`src/include/vdp_macros.svh`:
```
`ifndef VDP_MACROS_SVH
`define VDP_MACROS_SVH

// datapath and host address widths
`define VDP_DATA_WIDTH 64
`define VDP_ADDR_WIDTH 20

// scratchpad depth in 64-bit words
`define VDP_SPM_ELS 20

// longest operand vector, one lane per element
`define VDP_MAX_LEN 8

// byte address to word index
`define VDP_WORD_SHIFT 3

`endif

```
`src/design/vdp_pkg.sv`:
```
`default_nettype none

`include "vdp_macros.svh"

package vdp_pkg;

  typedef logic [`VDP_DATA_WIDTH-1:0] vdp_word_t;
  typedef logic [`VDP_ADDR_WIDTH-1:0] vdp_addr_t;
  typedef logic [$clog2(`VDP_SPM_ELS)-1:0] vdp_spm_idx_t;

  // holds 0 through VDP_MAX_LEN inclusive
  typedef logic [$clog2(`VDP_MAX_LEN+1)-1:0] vdp_len_t;

  typedef enum logic {
    DEV_CSR = 1'b0,
    DEV_SPM = 1'b1
  } vdp_dev_e;

  // control register map, byte offsets within the csr device
  typedef enum logic [`VDP_ADDR_WIDTH-1:0] {
    CSR_A_PTR   = 20'h00000,
    CSR_B_PTR   = 20'h00040,
    CSR_LEN     = 20'h00080,
    CSR_START   = 20'h000c0,
    CSR_STATUS  = 20'h00100,
    CSR_RES_PTR = 20'h00140
  } vdp_csr_e;

endpackage

`default_nettype wire

```
`src/design/vdp_csr_io.sv`:
```
`timescale 1ns/1ps
`default_nettype none

`include "vdp_macros.svh"

module vdp_csr_io (
  input  logic                   clk_i,
  input  logic                   reset_i,
  input  logic                   io_cmd_v_i,
  input  logic                   io_cmd_w_i,
  input  vdp_pkg::vdp_dev_e      io_cmd_dev_i,
  input  vdp_pkg::vdp_addr_t     io_cmd_addr_i,
  input  vdp_pkg::vdp_word_t     io_cmd_data_i,
  output logic                   io_resp_v_o,
  output logic                   io_resp_w_o,
  output vdp_pkg::vdp_addr_t     io_resp_addr_o,
  output vdp_pkg::vdp_word_t     io_resp_data_o,
  input  logic                   busy_i,
  input  logic                   done_i,
  input  vdp_pkg::vdp_word_t     spm_rdata_i,
  output logic                   start_o,
  output vdp_pkg::vdp_addr_t     a_ptr_o,
  output vdp_pkg::vdp_addr_t     b_ptr_o,
  output vdp_pkg::vdp_addr_t     res_ptr_o,
  output vdp_pkg::vdp_len_t      len_o,
  output logic                   host_v_o,
  output logic                   host_w_o,
  output vdp_pkg::vdp_spm_idx_t  host_idx_o,
  output vdp_pkg::vdp_word_t     host_wdata_o
);

  import vdp_pkg::*;

  vdp_word_t    a_ptr_r, b_ptr_r, len_r, start_r, res_ptr_r;
  vdp_word_t    csr_rdata, status_w, resp_data_r, host_wdata_r;
  vdp_addr_t    resp_addr_r;
  vdp_spm_idx_t host_idx_r;
  logic         csr_cmd, spm_cmd;
  logic         resp_v_r, resp_w_r, resp_spm_r, rd_pend_r;
  logic         host_v_r, host_w_r;

  assign csr_cmd = io_cmd_v_i & (io_cmd_dev_i == DEV_CSR);
  assign spm_cmd = io_cmd_v_i & (io_cmd_dev_i == DEV_SPM);

  // engine counts as busy from the start write until done
  assign start_o  = |start_r;
  assign status_w = (busy_i | start_o) ? '0 : '1;

  always_comb begin
    csr_rdata = '0;
    case (io_cmd_addr_i)
      CSR_A_PTR:   csr_rdata = a_ptr_r;
      CSR_B_PTR:   csr_rdata = b_ptr_r;
      CSR_LEN:     csr_rdata = len_r;
      CSR_START:   csr_rdata = start_r;
      CSR_STATUS:  csr_rdata = status_w;
      CSR_RES_PTR: csr_rdata = res_ptr_r;
      default:     csr_rdata = '0;
    endcase
  end

  // ~~~~~~~~~~~~~~~~~~~~~~~~~~~~~~~~~~~~~~~~~~~~~~~~~~~~~~~~~~~~~~~~~~~~~~~~~~~~
  // control registers and response timing
  always_ff @(posedge clk_i) begin
    if (reset_i) begin
      a_ptr_r    <= '0;
      b_ptr_r    <= '0;
      len_r      <= '0;
      start_r    <= '0;
      res_ptr_r  <= '0;
      resp_v_r   <= 1'b0;
      resp_spm_r <= 1'b0;
      rd_pend_r  <= 1'b0;
      host_v_r   <= 1'b0;
      host_w_r   <= 1'b0;
    end else begin
      // scratchpad read answers a cycle later, once rdata is out of the array
      rd_pend_r  <= spm_cmd & ~io_cmd_w_i;
      resp_spm_r <= rd_pend_r;
      resp_v_r   <= csr_cmd | (spm_cmd & io_cmd_w_i) | rd_pend_r;
      host_v_r   <= spm_cmd;
      host_w_r   <= spm_cmd & io_cmd_w_i;
      if (csr_cmd && io_cmd_w_i) begin
        case (io_cmd_addr_i)
          CSR_A_PTR:   a_ptr_r   <= io_cmd_data_i;
          CSR_B_PTR:   b_ptr_r   <= io_cmd_data_i;
          CSR_LEN:     len_r     <= io_cmd_data_i;
          CSR_START:   start_r   <= io_cmd_data_i;
          CSR_RES_PTR: res_ptr_r <= io_cmd_data_i;
          default: begin
          end
        endcase
      end
      if (done_i) begin
        start_r <= '0;
      end
    end
  end

  // echoed fields and host payload
  always_ff @(posedge clk_i) begin
    if (io_cmd_v_i) begin
      resp_w_r     <= io_cmd_w_i;
      resp_addr_r  <= io_cmd_addr_i;
      resp_data_r  <= (csr_cmd && !io_cmd_w_i) ? csr_rdata : '0;
      host_idx_r   <= vdp_spm_idx_t'(io_cmd_addr_i >> `VDP_WORD_SHIFT);
      host_wdata_r <= io_cmd_data_i;
    end
  end

  assign io_resp_v_o    = resp_v_r;
  assign io_resp_w_o    = resp_w_r;
  assign io_resp_addr_o = resp_addr_r;
  assign io_resp_data_o = resp_spm_r ? spm_rdata_i : resp_data_r;

  assign host_v_o     = host_v_r;
  assign host_w_o     = host_w_r;
  assign host_idx_o   = host_idx_r;
  assign host_wdata_o = host_wdata_r;

  assign a_ptr_o   = a_ptr_r[`VDP_ADDR_WIDTH-1:0];
  assign b_ptr_o   = b_ptr_r[`VDP_ADDR_WIDTH-1:0];
  assign res_ptr_o = res_ptr_r[`VDP_ADDR_WIDTH-1:0];
  // saturate so the engine never walks past its lanes
  assign len_o = (len_r > `VDP_MAX_LEN) ? vdp_len_t'(`VDP_MAX_LEN) : vdp_len_t'(len_r);

endmodule

`default_nettype wire

```
`config.mk`:
```
export PLATFORM = sky130hd
export DESIGN_NAME = vdp_csr_io
export DESIGN_NICKNAME = d
export VERILOG_FILES = /design/src/design/vdp_pkg.sv /design/src/design/vdp_csr_io.sv
export VERILOG_INCLUDE_DIRS = /design/src /design/src/include
export SDC_FILE = /design/constraint.sdc
export NUM_CORES = 1
export LEC_CHECK = 0
export BUFFER_PORTS_ARGS = -buffer_cell sky130_fd_sc_hd__buf_2
export CAP_MARGIN = 10
export CORE_MARGIN = 5
export CORE_UTILIZATION = 54
export DETAILED_ROUTE_END_ITERATION = 10
export PLACE_DENSITY = 0.89
export SLEW_MARGIN = 20
export SYNTH_ARGS = -nofsm -noshare
export SYNTH_HDL_FRONTEND = slang
export SYNTH_SLANG_ARGS = --single-unit
```
`constraint.sdc`:
```
create_clock -name clk_i -period 4.9 [get_ports clk_i]
set_input_delay 0.98 -clock clk_i [delete_from_list [all_inputs] [get_ports clk_i]]
set_output_delay 0.98 -clock clk_i [all_outputs]
set_load 0.01 [all_outputs]
```
[Word-level counts from Yosys, hierarchy flattened]
Cells that the tools add are included.
Operators by class
  muxes and demuxes: 4
  reductions and logical operators: 11
  bitwise gates (word level): 9
  magnitude comparators: 1
  eq/ne operators: 5
Operators with widths (count)
  64-bit case mux with 6 select lines: 1
  64-bit two-way mux: 2
  64-bit by 4-bit > comparator with 1-bit output, second input constant: 1
  64-bit OR reduction: 1
  20-bit by 8-bit equality test with 1-bit output, second input constant: 2
  20-bit by 9-bit equality test with 1-bit output, second input constant: 2
  20-bit by 7-bit equality test with 1-bit output, second input constant: 1
  20-bit zero test: 1
  2-bit AND reduction: 5
  1-bit AND: 4
  4-bit two-way mux: 1
  1-bit bitwise OR: 3
  1-bit logical AND: 2
  1-bit inverter: 2
  2-bit OR reduction: 1
  1-bit zero test: 1
Word-level totals
  bits in registers: 479
  word-level logic and storage cells: 45
  input port bits: 155
  output and inout port bits: 222

[Logic depth before layout (Yosys ltp)]
  word-level depth: 4
  gate-level depth with buffers: 8
  mapped depth without buffers: 5

[Least setup slack after synthesis]
OpenSTA, ideal clock, no wires.
  path kind: input-to-reg
  start point: in io_cmd_addr_i[7]
  end point: reg resp_data_r[10] (data pin)
  path slack: 2.174 ns
  stages: 5
  buffers on the path: 2
  required time: 4.630 ns
  setup time: 0.270 ns
  arrival time: 2.456 ns
  cells stage by stage: clkbuf_1 buf_1 mux4_2 a22oi_1 a21oi_1
Between the ends
  cells in the longest elaborated chain, start to end: 2
  elaborated cells on any way between the ends: 7
  classes of those cells: eq/ne (5); mux (1); reduce/logical (1)
Ends and longest elaborated chain
  start: declaration: RTL line vdp_csr_io.sv:12  | input vdp_pkg::vdp_addr_t io_cmd_addr_i,
  20-bit by 9-bit equality test with 1-bit output (tied with other cells): RTL line vdp_csr_io.sv:51  | case (io_cmd_addr_i)
  64-bit case mux with 6 select lines (*): RTL line vdp_csr_io.sv:51
  end signal: assignment: RTL line vdp_csr_io.sv:105  | resp_data_r <= (csr_cmd && !io_cmd_w_i) ? csr_rdata : '0;
  end: declaration: RTL line vdp_csr_io.sv:35  | vdp_word_t csr_rdata, status_w, resp_data_r, host_wdata_r;
Every way passes the cells marked *; elsewhere a longest branch is shown, timed or not.
A chain may end at the register's enable or synchronous reset.

[Worst setup path in the final report]
  start point: reg len_r[5]
  end point: out len_o[2]
Between the ends
  cells in the longest elaborated chain, start to end: 2
Ends and longest elaborated chain
  start: declaration: RTL line vdp_csr_io.sv:34  | vdp_word_t a_ptr_r, b_ptr_r, len_r, start_r, res_ptr_r;
  start signal: assignment: RTL line vdp_csr_io.sv:87  | CSR_LEN: len_r <= io_cmd_data_i;
  64-bit by 4-bit > comparator with 1-bit output (no line)
  4-bit two-way mux: RTL line vdp_csr_io.sv:125  | assign len_o = (len_r > `VDP_MAX_LEN) ? vdp_len_t'(`VDP_MAX_LEN) : vdp_len_t'(len_r);
  end: declaration: RTL line vdp_csr_io.sv:25  | output vdp_pkg::vdp_len_t len_o,
Every way passes these cells.

==> results.json <==
{
  "cp_slowest_cell": "nor4_1",
  "cts_tree": "done",
  "die_w_um": 208,
  "clock_path_buffers": 3,
  "worst_pin_slew_ns": 1.14,
  "wl_um": 61300,
  "finalHoldViolations": 0,
  "multi_input_area_mm2": 0.00875,
  "cpLargestDelayFamily": "simple AND/OR/NAND/NOR gates",
  "crit_start": "len_r[5]",
  "fp.coreArea_mm2": 0.0386,
  "route.detailed.drc": 0,
  "synth_top_area_cell": "dfxtp_1",
  "cap_violations": 0,
  "drive_gt1_share_pct": 40.9,
  "areaGrowthSynthToFinish_pct": 14.3,
  "h-tree-depth": 2,
  "initial_core_util_pct": 54.6,
  "portBuffers": 376,
  "run_status": "complete, no violations",
  "gp_congestion": 0.855,
  "antenna_found_initial": 2,
  "grt_pass1_vias": 16764,
  "synthArstFlopShare_pct": 0,
  "place_hpwl_um": 40600,
  "numCtsBuffers": 48,
  "syn_area_per_cell_um2": 10.6,
  "die_y_um": 208,
  "crit_path_max_fanout": 4,
  "rsz0062_at_grt": "false",
  "p_per_area_mw_per_mm2": 344,
  "synth-edff-count": 149,
  "drt_iter0_drc": 1546,
  "synth-seq-cells": 474,
  "vias": 16648,
  "critPathMostFrequentCell": "nor4_1",
  "synth_most_common_cell": "nand2_1",
  "rows": 72,
  "synth_flop_cell": "dfxtp_1",
  "post-route-min-period_ns": 4.08,
  "max_freq_mhz": 245,
  "ioPinCount": 377,
  "leakagePower_nw": 8.13,
  "via_per_inst": 5.96,
  "dieArea_mm2": 0.0431,
  "finalSetupViolations": 0,
  "n_fill_cell": 2962,
  "post_cts_buffers": 0,
  "critical_path_class": "reg2out",
  "grt_max_degree": 65,
  "hold_buffers": 0,
  "r2r-start": "start_r[12]",
  "cts_sinks": 474,
  "ys_seq_area_share_pct": 52.0,
  "grt_pass1_wl_um": 94500,
  "cts_root_buf": "clkbuf_16",
  "skew_ns": 0.0331,
  "peakVddDrop_v": 0.000242,
  "crit_required_ns": 3.92,
  "syn_inst": 1993,
  "synth_commonest_cells": "nand2_1, dfxtp_1, a21oi_2",
  "slowest_delay_ns": 0.89,
  "synth_top_area_share_pct": 30.8,
  "drt_pass1_iterations": 5,
  "max_slew_margin_pct": 23.9,
  "path_clk_slew_ns": 0.06,
  "netlist_area_mm2": 0.0211,
  "post_cts_resized": 0,
  "synth_area_leaders": "dfxtp_1, edfxtp_1, a21oi_2",
  "cp_cell_sequence": "nor4_1, nand4_1, nor4_1, and3_1, buf_2",
  "n_antenna_cell": 0,
  "crit_buf_inv": 1,
  "fin_hold_ws_ns": 0.456,
  "seqCellArea_mm2": 0.0110,
  "synth_cell_type_count": 33,
  "tns_ns": 0,
  "wire_per_inst_um": 22.0,
  "grt_usage_pct": 27.1,
  "period_share_pct": 83.2,
  "layout.nets": 2391,
  "antenna_left": 0,
  "hp-start": "res_ptr_r[63]",
  "hold_class": "reg2reg",
  "clk_latency_ns": 0.59,
  "start_kind": "flip-flop",
  "yosys_warnings": 0,
  "slew_violations": 0,
  "grt.overflow.total": 0,
  "worstSetupEndpointType": "output pin",
  "syn_nets": 2148,
  "cp.arrival_ns": 3.10
}
where the power goes:
part	internal [mW]	switching, mW
combinational	0.163	0.300
clock	2.12	1.56
sequential	4.14	0.0278
routing by layer:
metal	routed length, um	GRT usage, %	vias up
met1	23400	33.9	8109
met2	30400	46.4	940
met5	27	0	-
met3	5400	6.20	203
li1	-	-	7392
met4	2130	9.78	4
flip-flops by register name (all words and copies together) (netlist names):
name,cells
a_ptr_r,64
b_ptr_r,64
host_v_o,1
host_w_o,1
host_wdata_o,64
io_resp_addr_o,20
io_resp_v_o,1
io_resp_w_o,1
len_r,64
rd_pend_r,1
res_ptr_r,64
resp_data_r,64
resp_spm_r,1
start_r,64
through the flow:
stage | cell area [um2] | power [mW] | utilization (%) | cells | worst slack (ns)
floorplan | 21100 | 4.45 | - | 1993 | 2.17
global placement | 22500 | 4.70 | 58.3 | 2704 | 1.22
detailed placement | 22500 | 4.71 | 58.3 | 2704 | 1.18
CTS | 24100 | 8.35 | 62.4 | 2792 | 0.871
global route | 24100 | 8.55 | 62.4 | 2792 | 0.704
finish | 24100 | 8.31 | 62.4 | 2792 | 0.824
path summary, 6_finish.rpt:
check	to	slack [ns]	cells past startpoint
worst max-delay path	len_o[2]	0.82	5
worst min-delay path	res_ptr_r[63]	0.46	2
worst max register to register	resp_data_r[39]	1.82	6
worst min register to register	res_ptr_r[63]	0.46	2
worst reg2reg max path, delay by kind of cell (launching register included):
family          cells  cell delay (ns)
flops               1             0.37
simple gates        4             1.89
compound gates      1             0.34
buf+inv             1             0.29
kinds of logic (layout without fill, tap and decap cells):
group	Yosys count	count (layout)	synth area share, %
flops	474	474	52.0
simple gates	725	725	14.4
buf+inv	216	497	6.57
mux	128	128	10.2
compound gates	450	450	16.8
layout by cell type, fill, tap and decap left out, drive strengths merged, types with 2 or more instances in the layout:
master	count
nand2	646
buf	408
a21oi	385
dfxtp	325
edfxtp	149
clkbuf	66
mux2	64
mux4	64
a22oi	64
nor4	40
clkinv	15
nand4	7
or4	6
nor2	5
inv	5
and3	3
nand2b	3
nor2b	3
nor3	3
nand3	2
bufinv	2
nand3b	2
or2	2
layout make-up:
type                       count  area share (%)
inverter                       1          0.0156
multi-input combinational   1303            36.3
timing repair buffer         408            8.93
clock buffer                  66            5.82
clock inverter                22           0.752
tap                          518            2.69
sequential                   474            45.5
Note: power is estimated with default switching activity, not from simulation.
