**src/include/vdp_macros.svh**
```systemverilog
`ifndef VDP_MACROS_SVH
`define VDP_MACROS_SVH

// datapath and host address widths
`define VDP_DATA_WIDTH 64
`define VDP_ADDR_WIDTH 20

// scratchpad depth in 64-bit words
`define VDP_SPM_ELS 20

// longest operand vector, one lane per element
`define VDP_MAX_LEN 8

// byte address to word index
`define VDP_WORD_SHIFT 3

`endif

```
**src/design/vdp_pkg.sv**
```systemverilog
`default_nettype none

`include "vdp_macros.svh"

package vdp_pkg;

  typedef logic [`VDP_DATA_WIDTH-1:0] vdp_word_t;
  typedef logic [`VDP_ADDR_WIDTH-1:0] vdp_addr_t;
  typedef logic [$clog2(`VDP_SPM_ELS)-1:0] vdp_spm_idx_t;

  // holds 0 through VDP_MAX_LEN inclusive
  typedef logic [$clog2(`VDP_MAX_LEN+1)-1:0] vdp_len_t;

  typedef enum logic {
    DEV_CSR = 1'b0,
    DEV_SPM = 1'b1
  } vdp_dev_e;

  // control register map, byte offsets within the csr device
  typedef enum logic [`VDP_ADDR_WIDTH-1:0] {
    CSR_A_PTR   = 20'h00000,
    CSR_B_PTR   = 20'h00040,
    CSR_LEN     = 20'h00080,
    CSR_START   = 20'h000c0,
    CSR_STATUS  = 20'h00100,
    CSR_RES_PTR = 20'h00140
  } vdp_csr_e;

endpackage

`default_nettype wire

```
**src/design/vdp_fetch_ctrl.sv**
```systemverilog
`timescale 1ns/1ps
`default_nettype none

`include "vdp_macros.svh"

module vdp_fetch_ctrl (
  input  logic                                  clk_i,
  input  logic                                  reset_i,
  input  logic                                  start_i,
  input  vdp_pkg::vdp_addr_t                    a_ptr_i,
  input  vdp_pkg::vdp_addr_t                    b_ptr_i,
  input  vdp_pkg::vdp_addr_t                    res_ptr_i,
  input  vdp_pkg::vdp_len_t                     len_i,
  input  vdp_pkg::vdp_word_t                    spm_rdata_i,
  input  vdp_pkg::vdp_word_t                    dot_i,
  output logic                                  busy_o,
  output logic                                  done_o,
  output logic                                  eng_v_o,
  output logic                                  eng_w_o,
  output vdp_pkg::vdp_spm_idx_t                 eng_idx_o,
  output vdp_pkg::vdp_word_t                    eng_wdata_o,
  output logic                                  clear_o,
  output logic                                  load_v_o,
  output logic                                  load_b_o,
  output logic [$clog2(`VDP_MAX_LEN)-1:0]       load_idx_o,
  output vdp_pkg::vdp_word_t                    load_data_o
);

  import vdp_pkg::*;

  typedef enum logic [2:0] {
    ST_IDLE,
    ST_FETCH,
    ST_CAP_A,
    ST_SWITCH_B,
    ST_CAP_B,
    ST_WB,
    ST_DONE
  } state_e;

  state_e                           state_r, state_n;
  logic [$clog2(`VDP_MAX_LEN)-1:0]  cnt_r;
  logic                             b_sel_r;
  logic                             last_el;
  vdp_addr_t                        rd_ptr;

  assign last_el = (vdp_len_t'(cnt_r) == (len_i - vdp_len_t'(1)));

  always_comb begin
    state_n = state_r;
    case (state_r)
      // zero length skips straight to writing the cleared sum
      ST_IDLE:     if (start_i) state_n = (len_i == '0) ? ST_WB : ST_FETCH;
      ST_FETCH:    state_n = b_sel_r ? ST_CAP_B : ST_CAP_A;
      ST_CAP_A:    state_n = last_el ? ST_SWITCH_B : ST_FETCH;
      ST_SWITCH_B: state_n = ST_FETCH;
      ST_CAP_B:    state_n = last_el ? ST_WB : ST_FETCH;
      ST_WB:       state_n = ST_DONE;
      ST_DONE:     state_n = ST_IDLE;
      default:     state_n = ST_IDLE;
    endcase
  end

  always_ff @(posedge clk_i) begin
    if (reset_i) begin
      state_r <= ST_IDLE;
      cnt_r   <= '0;
      b_sel_r <= 1'b0;
    end else begin
      state_r <= state_n;
      case (state_r)
        ST_IDLE: begin
          cnt_r   <= '0;
          b_sel_r <= 1'b0;
        end
        ST_CAP_A: cnt_r <= last_el ? '0 : cnt_r + 1'b1;
        ST_SWITCH_B: b_sel_r <= 1'b1;
        ST_CAP_B: if (!last_el) cnt_r <= cnt_r + 1'b1;
        default: begin
        end
      endcase
    end
  end

  // ~~~~~~~~~~~~~~~~~~~~~~~~~~~~~~~~~~~~~~~~~~~~~~~~~~~~~~~~~~~~~~~~~~~~~~~~~~~~
  // scratchpad requests
  assign rd_ptr      = b_sel_r ? b_ptr_i : a_ptr_i;
  assign eng_v_o     = (state_r == ST_FETCH) | (state_r == ST_WB);
  assign eng_w_o     = (state_r == ST_WB);
  assign eng_idx_o   = eng_w_o ? vdp_spm_idx_t'(res_ptr_i >> `VDP_WORD_SHIFT)
                               : vdp_spm_idx_t'(rd_ptr >> `VDP_WORD_SHIFT)
                                 + vdp_spm_idx_t'(cnt_r);
  assign eng_wdata_o = dot_i;

  // dot unit steering, rdata is valid in the capture states
  assign clear_o     = (state_r == ST_IDLE) & start_i;
  assign load_v_o    = (state_r == ST_CAP_A) | (state_r == ST_CAP_B);
  assign load_b_o    = b_sel_r;
  assign load_idx_o  = cnt_r;
  assign load_data_o = spm_rdata_i;

  assign busy_o = (state_r != ST_IDLE);
  assign done_o = (state_r == ST_DONE);

endmodule

`default_nettype wire

```
**config.mk**
```make
export PLATFORM = sky130hd
export DESIGN_NAME = vdp_fetch_ctrl
export DESIGN_NICKNAME = d
export VERILOG_FILES = /design/src/design/vdp_pkg.sv /design/src/design/vdp_fetch_ctrl.sv
export VERILOG_INCLUDE_DIRS = /design/src /design/src/include
export SDC_FILE = /design/constraint.sdc
export NUM_CORES = 1
export LEC_CHECK = 0
export BUFFER_PORTS_ARGS = -buffer_cell sky130_fd_sc_hd__buf_4
export CORE_AREA = 2 2 129 131
export CTS_CLUSTER_DIAMETER = 200
export DETAILED_ROUTE_END_ITERATION = 12
export DIE_AREA = 0 0 131 133
export SLEW_MARGIN = 10
export SYNTH_ARGS = -nofsm -noshare
export SYNTH_HDL_FRONTEND = slang
export SYNTH_SLANG_ARGS = --single-unit
export TNS_END_PERCENT = 30
```
**constraint.sdc**
```tcl
create_clock -name clk_i -period 2.57 [get_ports clk_i]
set_input_delay 0.257 -clock clk_i [delete_from_list [all_inputs] [get_ports clk_i]]
set_output_delay 0.257 -clock clk_i [all_outputs]
set_load 0.1 [all_outputs]
```
# Word level (Yosys, flattened, before mapping)
# Index checks and enable logic that the tools add are counted.
# Widths: inputs -> output; s select.
# word_totals
ff_bits	7
in_bits	195
# classes
n_addsub	3
eq_ne	9
muxes	12
n_bitwise	3
reduce_logical	6
# ops
op	n
$mux 3	6
$pmux 3 s6	1
$eq 3x3->1 const B	3
$pmux 3 s3	1
$mux 8	1
$eq 3x2->1 const B	2
$reduce_bool 3->1	2
$add 5x3->5	1
$mux 5	1
$eq 3x4->1	1
$logic_not 4->1	1
$ne 2x2->1 const B	2
$sub 4x1->4 const B	1
$add 3x1->3 const B	1
$eq 3x1->1 const B	1
$logic_not 3->1	1
$mux 2	1
$or 1x1->1	2
$pmux 1 s2	1
$reduce_and 2->1	1
$reduce_bool 2->1	1
$and 1x1->1	1

# Depth between registers and ports, before layout
# Gate-level depths: netlist (run 1).
# logic_depth
depth_word	4
mapped_depth	10

# Worst setup path after synthesis (run 1)
# OpenSTA, ideal clock, no wires.
# synth_timing
kind	flip-flop to output port
from	register state_r[1]
to	output eng_idx_o[1]
arrival_time_ns	4.005
required_time_ns	2.313
slack_ns	-1.692
stages_incl_launch_ff	5
path_buffers	1
cell_sequence	dfxtp_1 > clkbuf_1 > nor2b_1 > nand2_1 > a21oi_1
# synth_between
elab_chain_len	2
# synth_rtl
item	line_no	rtl
start: declaration	vdp_fetch_ctrl.sv:41	state_e state_r, state_n;
start signal: assignment	vdp_fetch_ctrl.sv:70	state_r <= state_n;
$eq 3x3->1	vdp_fetch_ctrl.sv:89	assign eng_w_o = (state_r == ST_WB);
$mux 5	vdp_fetch_ctrl.sv:90	assign eng_idx_o = eng_w_o ? vdp_spm_idx_t'(res_ptr_i >> `VDP_WORD_SHIFT)
end: declaration	vdp_fetch_ctrl.sv:20	output vdp_pkg::vdp_spm_idx_t eng_idx_o,
# Every way passes these cells.

# Worst setup path in the final report (run 1)
# layout_timing
from	register b_sel_r, in the netlist load_b_o
to	output eng_idx_o[4]
# layout_between
elab_chain_len	3
# layout_rtl
item	line_no	rtl
start: declaration	vdp_fetch_ctrl.sv:43	logic b_sel_r;
start signal: assignment	vdp_fetch_ctrl.sv:68	b_sel_r <= 1'b0;
start signal: assignment	vdp_fetch_ctrl.sv:74	b_sel_r <= 1'b0;
start signal: assignment	vdp_fetch_ctrl.sv:77	ST_SWITCH_B: b_sel_r <= 1'b1;
$mux 8	vdp_fetch_ctrl.sv:87	assign rd_ptr = b_sel_r ? b_ptr_i : a_ptr_i;
$add 5x3->5	vdp_fetch_ctrl.sv:91	: vdp_spm_idx_t'(rd_ptr >> `VDP_WORD_SHIFT)
$mux 5	vdp_fetch_ctrl.sv:90	
# Every way passes these cells.

==> results.py, run 1 <==
metrics = {
    "setup_path": {
        "r2r_end": "state_r[2]",
        "cpPeakStageDelay_ns": 0.38,
        "setup.worst_path.start": "load_b_o",
        "r2r-start": "load_idx_o[2]",
        "rr_worst_depth": 6,
        "slowest_stage": "dfxtp_4",
        "r2r_setup_slack_ns": 0.47,
        "crit_chain": "mux2_4 -> ha_4 -> inv_2 -> fa_2 -> inv_1 -> a21oi_2 -> nor2_2 -> xnor2_2 -> mux2_4 -> buf_12",
        "end_kind": "output port",
        "cp-start-kind": "register",
        "critPathKind": "register to output port",
        "crit_required_ns": 2.31,
        "critPathMaxFanout": 4,
        "cp_common_cell": "mux2_4",
        "crit_arrival_ns": 2.21,
    },
    "global_route": {
        "grt_pass1_wl_microns": 6370,
        "track_usage_pct": 5.21,
        "grt_overflow_total": 0,
        "grt_max_degree": 14,
        "grt_pass1_vias": 1020,
        "antenna_found_initial": 0,
    },
    "placed_design": {
        "dp_hpwl_microns": 3870,
        "port_buffers": 36,
        "gp_congestion": 0.697,
    },
    "sta": {
        "rsz0062_at_grt": "false",
        "fmax_ghz": 0.405,
        "hold_viol_final": 0,
        "worst_clock_skew_ns": 0.000997,
        "worst_pin_slew_ns": 0.462,
        "relSlewSlack_pct": 68.9,
        "tns_ns": 0,
        "setup_viol": 0,
        "fin_crit_ns": 2.47,
        "finalMaxSlewViolations": 0,
        "finalCritPeriodShare_pct": 96.0,
    },
    "pwr": {
        "cellLeakagePower_nw": 0.595,
        "p_total_uw": 728,
        "switching_share_pct": 41.6,
        "power_frac_clock_pct": 36.9,
        "pwr-share-comb_pct": 45.6,
        "p_switching_uw": 303,
        "vdd_drop_max_v": 0.000131,
        "seqPwrFrac_pct": 17.4,
        "p_int_uw": 425,
        "p_per_area_nw_per_um2": 475,
    },
    "min_path": {
        "hold-path-cell-count": 2,
        "worstHoldStart": "reset_i",
        "holdPathEnd": "load_b_o",
        "min_path_type": "input port to register",
    },
    "floorplanning": {
        "design.die.area_sq_um": 17400,
        "io_pins": 338,
        "coreArea_sq_um": 16200,
        "placementRows": 47,
        "die_w_microns": 131,
        "dieHeight_microns": 133,
        "start_util_pct": 10.5,
    },
    "final_layout": {
        "drive_above_1_share_pct": 52.5,
        "diodes": 0,
        "syn2layout_area_growth_pct": -9.87,
        "nFillCells": 1880,
        "layout.nets": 341,
    },
    "routing": {
        "antenna_left": 0,
        "firstDrtPassIters": 4,
        "wl_microns": 4720,
        "post-route-drc-count": 0,
        "via_per_inst": 2.77,
        "first_iter_violations": 16,
        "wl_per_cell_microns": 13.1,
        "via_count": 996,
    },
    "logic_synthesis": {
        "ys_top_cells_by_count": "128 x buf_4, 12 x nor2_1, 11 x inv_1",
        "synth_most_common_cell": "buf_4",
        "synthArstFlopShare_pct": 0,
        "netlist.area_leader.share_pct": 56.6,
        "syn_nets": 422,
        "seq_area_frac_synth_pct": 8.25,
        "synth_warnings": 0,
        "synthDistinctLibCells": 31,
        "postSynthAreaPerCell_sq_um": 7.69,
        "ys_ff_latch": 7,
        "syn_area_sq_um": 1700,
        "yosys.area.top_type": "buf_4",
        "yosys_most_used_dff": "dfxtp_1",
        "synth_edf_count": 0,
        "syn_inst": 221,
        "ys_top_cells_by_area": "buf_4 57%, dfxtp_1 8.2%, ha_1 3.7%, xnor2_1 3.1%, mux2_2 2.7%",
    },
    "job": {
        "max_cap_viol_count": 0,
    },
    "cts": {
        "numClockSinks": 7,
        "h-tree-depth": 1,
        "numCtsBuffers": 3,
        "cts_root_buf": "clkbuf_16",
        "cts_tree": "yes",
        "cts_hold_buf": 0,
        "path_clk_slew_ns": 0.04,
        "clock_path_buffers": 2,
        "insertion_delay_ns": 0.23,
    },
    "status": {
        "status": "finished, final reports clean",
    },
}
-- critical path, delay by kind of cell (launching register included) --
family                   cells  cell delay (ns)
multiplexers                 2             0.60
flip-flops                   1             0.38
adder cells (fa/ha/maj)      2             0.35
buffers and inverters        3             0.27
AO/OA/AOI/OAI                1             0.15
XOR/XNOR                     1             0.15
AND/OR/NAND/NOR              1             0.08
-- logic make-up after synthesis --
logic type,Yosys count,share of synthesized area [%]
flops,7,8.25
mux,8,5.01
simple gates,28,8.91
fa+ha+maj,6,4.86
xor+xnor,7,3.61
compound gates,22,9.50
buf+inv,143,59.9
-- registers in the layout, summed over array words and instances, names as in the netlist --
| register | cells |
|---|---|
| load_idx_o | 3 |
| state_r | 3 |
| load_b_o | 1 |
-- through the flow --
stage	cells	hold slack [ns]	area [sq um]	setup slack, ns	utilization [%]
final	359	0.232	1530	0.104	9.47
after global routing	359	0.245	1530	0.00190	9.47
after CTS	359	0.233	1510	0.00181	9.31
after detailed placement	354	0.476	1380	0.101	8.56
after global placement	354	0.474	1380	0.0949	8.56
after floorplan	221	0.316	1750	-0.0939	-
-- repair_timing --
action                                  CTS  global route
pin swaps                                 3             4
buffers inserted                          1             0
endpoints found under the setup margin    1             1
endpoints found under the hold margin     0             0
resized for setup                        10             3
-- final cells by class --
class / instances / area, sq um / area share (%)
multi-input cells: 71 / 632 / 41.3
repair buffers: 46 / 358 / 23.4
well taps: 220 / 275 / 18.0
flip-flops and latches: 7 / 146 / 9.56
clock buffers: 4 / 78.8 / 5.15
inverters: 11 / 41.3 / 2.70
-- layer usage --
layer  wire (microns)  global-route usage, %  vias to the layer above
met1             1490                   4.45                      411
met4              517                   6.62                        0
li1                 -                      -                      420
met3              745                   3.52                       66
met2             1960                   7.11                       99
met5                0                      0                        -
-- placed cells by master (no fill, tap or decap), types with 3 or more instances in the layout --
cell type,count
xnor2_1,5
clkbuf_16,3
a21oi_1,4
a21oi_4,3
inv_1,10
ha_1,3
dfxtp_1,4
mux2i_1,4
o21ai_0,7
buf_4,45
nor2_1,11
-- worst max path at each step --
stage,endpoint,depth (start not counted)
floorplan,eng_idx_o[3],8
global placement,eng_idx_o[4],10
detailed placement,eng_idx_o[4],10
CTS,eng_idx_o[4],10
global route,eng_idx_o[4],10
finish,eng_idx_o[4],10
-- power by group through the flow --
stage	sequential (mW)	clock, mW	combinational [mW]
after CTS	0.127	0.274	0.335
after detailed placement	0.129	0	0.326
after global placement	0.128	0	0.324
after floorplan	0.135	0	1.17
final	0.127	0.269	0.332
after global routing	0.129	0.279	0.354
Power figures use the tool's default switching activity.
==> run 2: changes to the inputs <==
Settings changed: CTS_BUF_LIST set to sky130_fd_sc_hd__clkbuf_8.
==> run 2 against run 1 <==
  * Hold slack better by 0.0069 ns
  * Die area unchanged
  * Register-to-register slack about the same
  * Cell area decreased by 2.2%
  * Critical path depth stayed put
  * Via count unchanged
  * Fmax increased by 0.36%
  * Power shrank 16%
  * First-iteration DRC count rose by 19%
  * Routed wire length decreased by 0.57%
  * Largest power group unchanged
  * Highest routed layer unchanged
==> results.py, run 2 (synthesized netlist as in run 1, its figures left out) <==
metrics = {
    "cts": {
        "numClockSinks": 7,
        "path_clk_slew_ns": 0.04,
        "clock_path_buffers": 2,
        "cts_root_buf": "clkbuf_8",
        "numCtsBuffers": 3,
        "insertion_delay_ns": 0.22,
        "cts_tree": "yes",
        "cts_hold_buf": 0,
        "h-tree-depth": 1,
    },
    "placed_design": {
        "post-place-ws_ns": 0.101,
        "dp_hpwl_microns": 3870,
        "gp_congestion": 0.697,
        "dpl-instance-area_sq_um": 1380,
        "port_buffers": 36,
    },
    "final_layout": {
        "drive_above_1_share_pct": 52.5,
        "syn2layout_area_growth_pct": -11.9,
        "layout.nets": 341,
        "design_area_sq_um": 1500,
        "diodes": 0,
        "final_common_cell": "buf_4",
        "final_cell_mix": "45 x buf_4, 11 x inv_1, 11 x nor2_1",
    },
    "min_path": {
        "min_path_type": "input port to register",
        "holdPathEnd": "load_b_o",
        "hold-path-cell-count": 2,
        "worstHoldStart": "reset_i",
    },
    "sta": {
        "worst_clock_skew_ns": 0.00231,
        "relSlewSlack_pct": 69.0,
        "setup_viol": 0,
        "tns_ns": 0,
        "fmax_ghz": 0.407,
        "finalMaxSlewViolations": 0,
        "timing.hold.ws_ns": 0.238,
        "hold_viol_final": 0,
        "rsz0062_at_grt": "false",
        "worst_slack_ns": 0.113,
        "finalCritPeriodShare_pct": 95.6,
        "worst_pin_slew_ns": 0.461,
        "fin_crit_ns": 2.46,
    },
    "setup_path": {
        "end_kind": "output port",
        "rr_worst_depth": 6,
        "r2r-start": "load_idx_o[2]",
        "critPathKind": "register to output port",
        "crit_buf_inv": 3,
        "cp_common_cell": "mux2_4",
        "cp-start-kind": "register",
        "r2r_end": "state_r[2]",
        "crit_required_ns": 2.31,
        "crit_chain": "mux2_4 -> ha_4 -> inv_2 -> fa_2 -> inv_1 -> a21oi_2 -> nor2_2 -> xnor2_2 -> mux2_4 -> buf_12",
        "crit_arrival_ns": 2.20,
        "cpPeakStageDelay_ns": 0.38,
        "slowest_stage": "dfxtp_4",
        "critPathMaxFanout": 4,
        "r2r_setup_slack_ns": 0.47,
        "cp_top_family": "multiplexers",
    },
    "routing": {
        "via_count": 996,
        "firstDrtPassIters": 4,
        "post-route-drc-count": 0,
        "via_per_inst": 2.77,
        "first_iter_violations": 19,
        "wl_microns": 4690,
        "wl_per_cell_microns": 13.1,
        "antenna_left": 0,
    },
    "floorplanning": {
        "io_pins": 338,
        "design.die.area_sq_um": 17400,
        "die_w_microns": 131,
        "placementRows": 47,
        "coreArea_sq_um": 16200,
        "start_util_pct": 10.5,
        "dieHeight_microns": 133,
    },
    "global_route": {
        "grt_pass1_vias": 1016,
        "track_usage_pct": 5.15,
        "grt_max_degree": 14,
        "grt_pass1_wl_microns": 6340,
        "grt_overflow_total": 0,
        "antenna_found_initial": 0,
    },
    "status": {
        "status": "finished, final reports clean",
    },
    "pwr": {
        "cellLeakagePower_nw": 0.584,
        "p_per_area_nw_per_um2": 406,
        "vdd_drop_max_v": 0.0000985,
    },
    "job": {
        "max_cap_viol_count": 0,
    },
}
[run 2: how the worst max path moves through the flow]
| stage | startpoint | end | slack (ns) | depth (start not counted) |
|---|---|---|---|---|
| 3_5_place_dp | load_b_o | eng_idx_o[4] | 0.10 | 10 |
| 4_1_cts | load_b_o | eng_idx_o[4] | 0.008 | 10 |
| 2_1_floorplan | load_b_o | eng_idx_o[3] | -0.09 | 8 |
| 3_3_place_gp | load_b_o | eng_idx_o[4] | 0.09 | 10 |
| 5_1_grt | load_b_o | eng_idx_o[4] | 0.004 | 10 |
| 6_report | load_b_o | eng_idx_o[4] | 0.11 | 10 |
[run 2: where the power goes]
| group | switching (mW) | internal, mW | total (mW) |
|---|---|---|---|
| clock network | 0.0464 | 0.103 | 0.150 |
| registers | 0.0118 | 0.115 | 0.127 |
| logic | 0.229 | 0.104 | 0.332 |
[run 2: routing by layer]
layer	part of all wire (%)	vias up	GRT usage (%)
li1	-	420	-
met5	0	-	0
met4	10	0	6.26
met1	32	418	4.43
met2	42	96	7.11
met3	16	62	3.52
[run 2: timing repair]
item	CTS	global route
pin swaps	3	4
setup endpoints to repair	1	1
setup buffers	1	0
gates resized for setup	10	3
[run 2: worst reg2reg max path, cell delays in order (launching register included)]
cell and delay (ns):
dfxtp_1 0.50, xnor2_1 0.15, or3b_4 0.40, a2111oi_4 0.35
buf_4 0.21, a211oi_2 0.09, a2111oi_2 0.30
[run 2: layout make-up]
cell class                 instances  area (sq um)
clock buffer                       3          41.3
clock inverter                     1          3.75
fill                            1883         14700
inverter                          11          41.3
multi-input combinational         71           632
sequential                         7           146
tap                              220           275
timing repair buffer              46           358
[run 2: per-stage QoR]
stage          instances  utilization, %  power (mW)
3_5_place_dp         354            8.56       0.454
6_report             359            9.26       0.609
5_1_grt              359            9.26       0.644
2_1_floorplan        221               -        1.30
3_3_place_gp         354            8.56       0.452
4_1_cts              359            9.10       0.617
==> run 3: changes to the inputs <==
Settings changed: CTS_BUF_LIST sky130_fd_sc_hd__clkbuf_8 to sky130_fd_sc_hd__clkbuf_2 sky130_fd_sc_hd__clkbuf_4 sky130_fd_sc_hd__clkbuf_8.
==> run 3 against run 2 <==
  * Via count is 0.40% lower
  * Die area unchanged
  * Combinational power about the same
  * Global-route usage stayed put
  * Setup slack gained 0.0024 ns
  * Core utilization hardly changed
  * Clock-buffer cell count increased by 1
  * Clock power increased by 9%
  * Critical endpoint unchanged
==> results.py, run 3 (synthesized netlist as in run 1, its figures left out) <==
metrics = {
    "status": {
        "status": "finished, final reports clean",
    },
    "cts": {
        "path_clk_slew_ns": 0.04,
        "insertion_delay_ns": 0.22,
        "numCtsBuffers": 3,
        "cts_root_buf": "clkbuf_8",
        "cts_hold_buf": 0,
        "clock_path_buffers": 2,
        "h-tree-depth": 1,
        "numClockSinks": 7,
        "cts_tree": "yes",
    },
    "setup_path": {
        "cp_common_cell": "mux2_4",
        "end_kind": "output port",
        "crit_chain": "mux2_4 -> ha_4 -> inv_2 -> fa_2 -> inv_1 -> a21oi_2 -> nor2_2 -> xnor2_2 -> mux2_4 -> buf_12",
        "cpPeakStageDelay_ns": 0.38,
        "cp_top_family": "multiplexers",
        "cp-start-kind": "register",
        "slowest_stage": "dfxtp_4",
        "crit_required_ns": 2.31,
        "critPathKind": "register to output port",
        "crit_buf_inv": 3,
        "crit_arrival_ns": 2.20,
        "critPathMaxFanout": 4,
    },
    "pwr": {
        "pwr-share-comb_pct": 53.3,
        "cellLeakagePower_nw": 0.583,
        "p_total_uw": 623,
        "switching_share_pct": 46.0,
        "p_int_uw": 336,
        "power_frac_clock_pct": 26.3,
        "p_per_area_nw_per_um2": 415,
        "seqPwrFrac_pct": 20.3,
        "p_switching_uw": 287,
        "vdd_drop_max_v": 0.0000985,
    },
    "sta": {
        "worst_slack_ns": 0.115,
        "tns_ns": 0,
        "finalCritPeriodShare_pct": 95.5,
        "fin_crit_ns": 2.45,
        "worst_clock_skew_ns": 0.00225,
        "fmax_ghz": 0.407,
        "timing.hold.ws_ns": 0.240,
        "relSlewSlack_pct": 69.0,
        "rsz0062_at_grt": "false",
        "finalMaxSlewViolations": 0,
        "worst_pin_slew_ns": 0.460,
        "setup_viol": 0,
        "hold_viol_final": 0,
    },
    "global_route": {
        "grt_pass1_wl_microns": 6330,
        "grt_pass1_vias": 1015,
        "track_usage_pct": 5.15,
        "grt_max_degree": 14,
        "grt_overflow_total": 0,
        "antenna_found_initial": 0,
    },
    "final_layout": {
        "layout.nets": 341,
        "drive_above_1_share_pct": 53.2,
        "nFillCells": 1882,
        "layoutNonFillerInstCount": 359,
        "design_area_sq_um": 1500,
        "final_core_util_pct": 9.28,
        "syn2layout_area_growth_pct": -11.6,
        "final_cell_mix": "45 x buf_4, 11 x nor2_1, 10 x inv_1",
        "final_common_cell": "buf_4",
        "diodes": 0,
    },
    "floorplanning": {
        "dieHeight_microns": 133,
        "start_util_pct": 10.5,
        "coreArea_sq_um": 16200,
        "die_w_microns": 131,
        "placementRows": 47,
        "io_pins": 338,
        "design.die.area_sq_um": 17400,
    },
    "placed_design": {
        "dpl-instance-area_sq_um": 1380,
        "dp_hpwl_microns": 3870,
        "post-place-cells": 354,
        "port_buffers": 36,
        "post-place-ws_ns": 0.101,
        "gp_congestion": 0.697,
    },
    "routing": {
        "firstDrtPassIters": 4,
        "wl_per_cell_microns": 13.1,
        "first_iter_violations": 21,
        "post-route-drc-count": 0,
        "wl_microns": 4690,
        "antenna_left": 0,
        "via_per_inst": 2.76,
        "via_count": 992,
    },
    "job": {
        "max_cap_viol_count": 0,
    },
    "min_path": {
        "min_path_type": "input port to register",
    },
}
run 3: repair_timing:
| item | 4_1_cts | 5_1_grt |
|---|---|---|
| endpoints found under the setup margin | 1 | 1 |
| pin swaps | 3 | 4 |
| cloned | 0 | 0 |
| resized for setup | 10 | 3 |
| setup buffers | 1 | 0 |
run 3: path summary, 6_finish.rpt:
path	from	to	slack (ns)	depth (start not counted)
setup / recovery	load_b_o	eng_idx_o[4]	0.12	10
hold / removal	reset_i	load_b_o	0.24	2
setup reg to reg	load_idx_o[2]	state_r[2]	0.47	6
hold reg to reg	state_r[0]	state_r[0]	0.55	2
run 3: layout make-up:
| cell class | instances | area (sq um) | share of cell area (%) |
|---|---|---|---|
| Tap cell | 220 | 275 | 18.3 |
| Inverter | 11 | 41.3 | 2.75 |
| Sequential cell | 7 | 146 | 9.75 |
| Timing Repair Buffer | 46 | 358 | 23.8 |
| Clock buffer | 4 | 48.8 | 3.25 |
| Multi-Input combinational cell | 71 | 632 | 42.1 |
run 3: routing by layer:
layer	routed length, microns	vias up	GRT usage, %
li1	-	420	-
met2	1970	96	7.11
met4	488	0	6.26
met3	735	62	3.52
met5	0	-	0
met1	1500	414	4.43
run 3: power groups by stage:
stage          Sequential [mW]  Clock, mW  Combinational (mW)
2_1_floorplan            0.135          0                1.17
3_3_place_gp             0.128          0               0.324
3_5_place_dp             0.129          0               0.326
4_1_cts                  0.127      0.170               0.335
5_1_grt                  0.128      0.177               0.354
6_report                 0.127      0.164               0.332
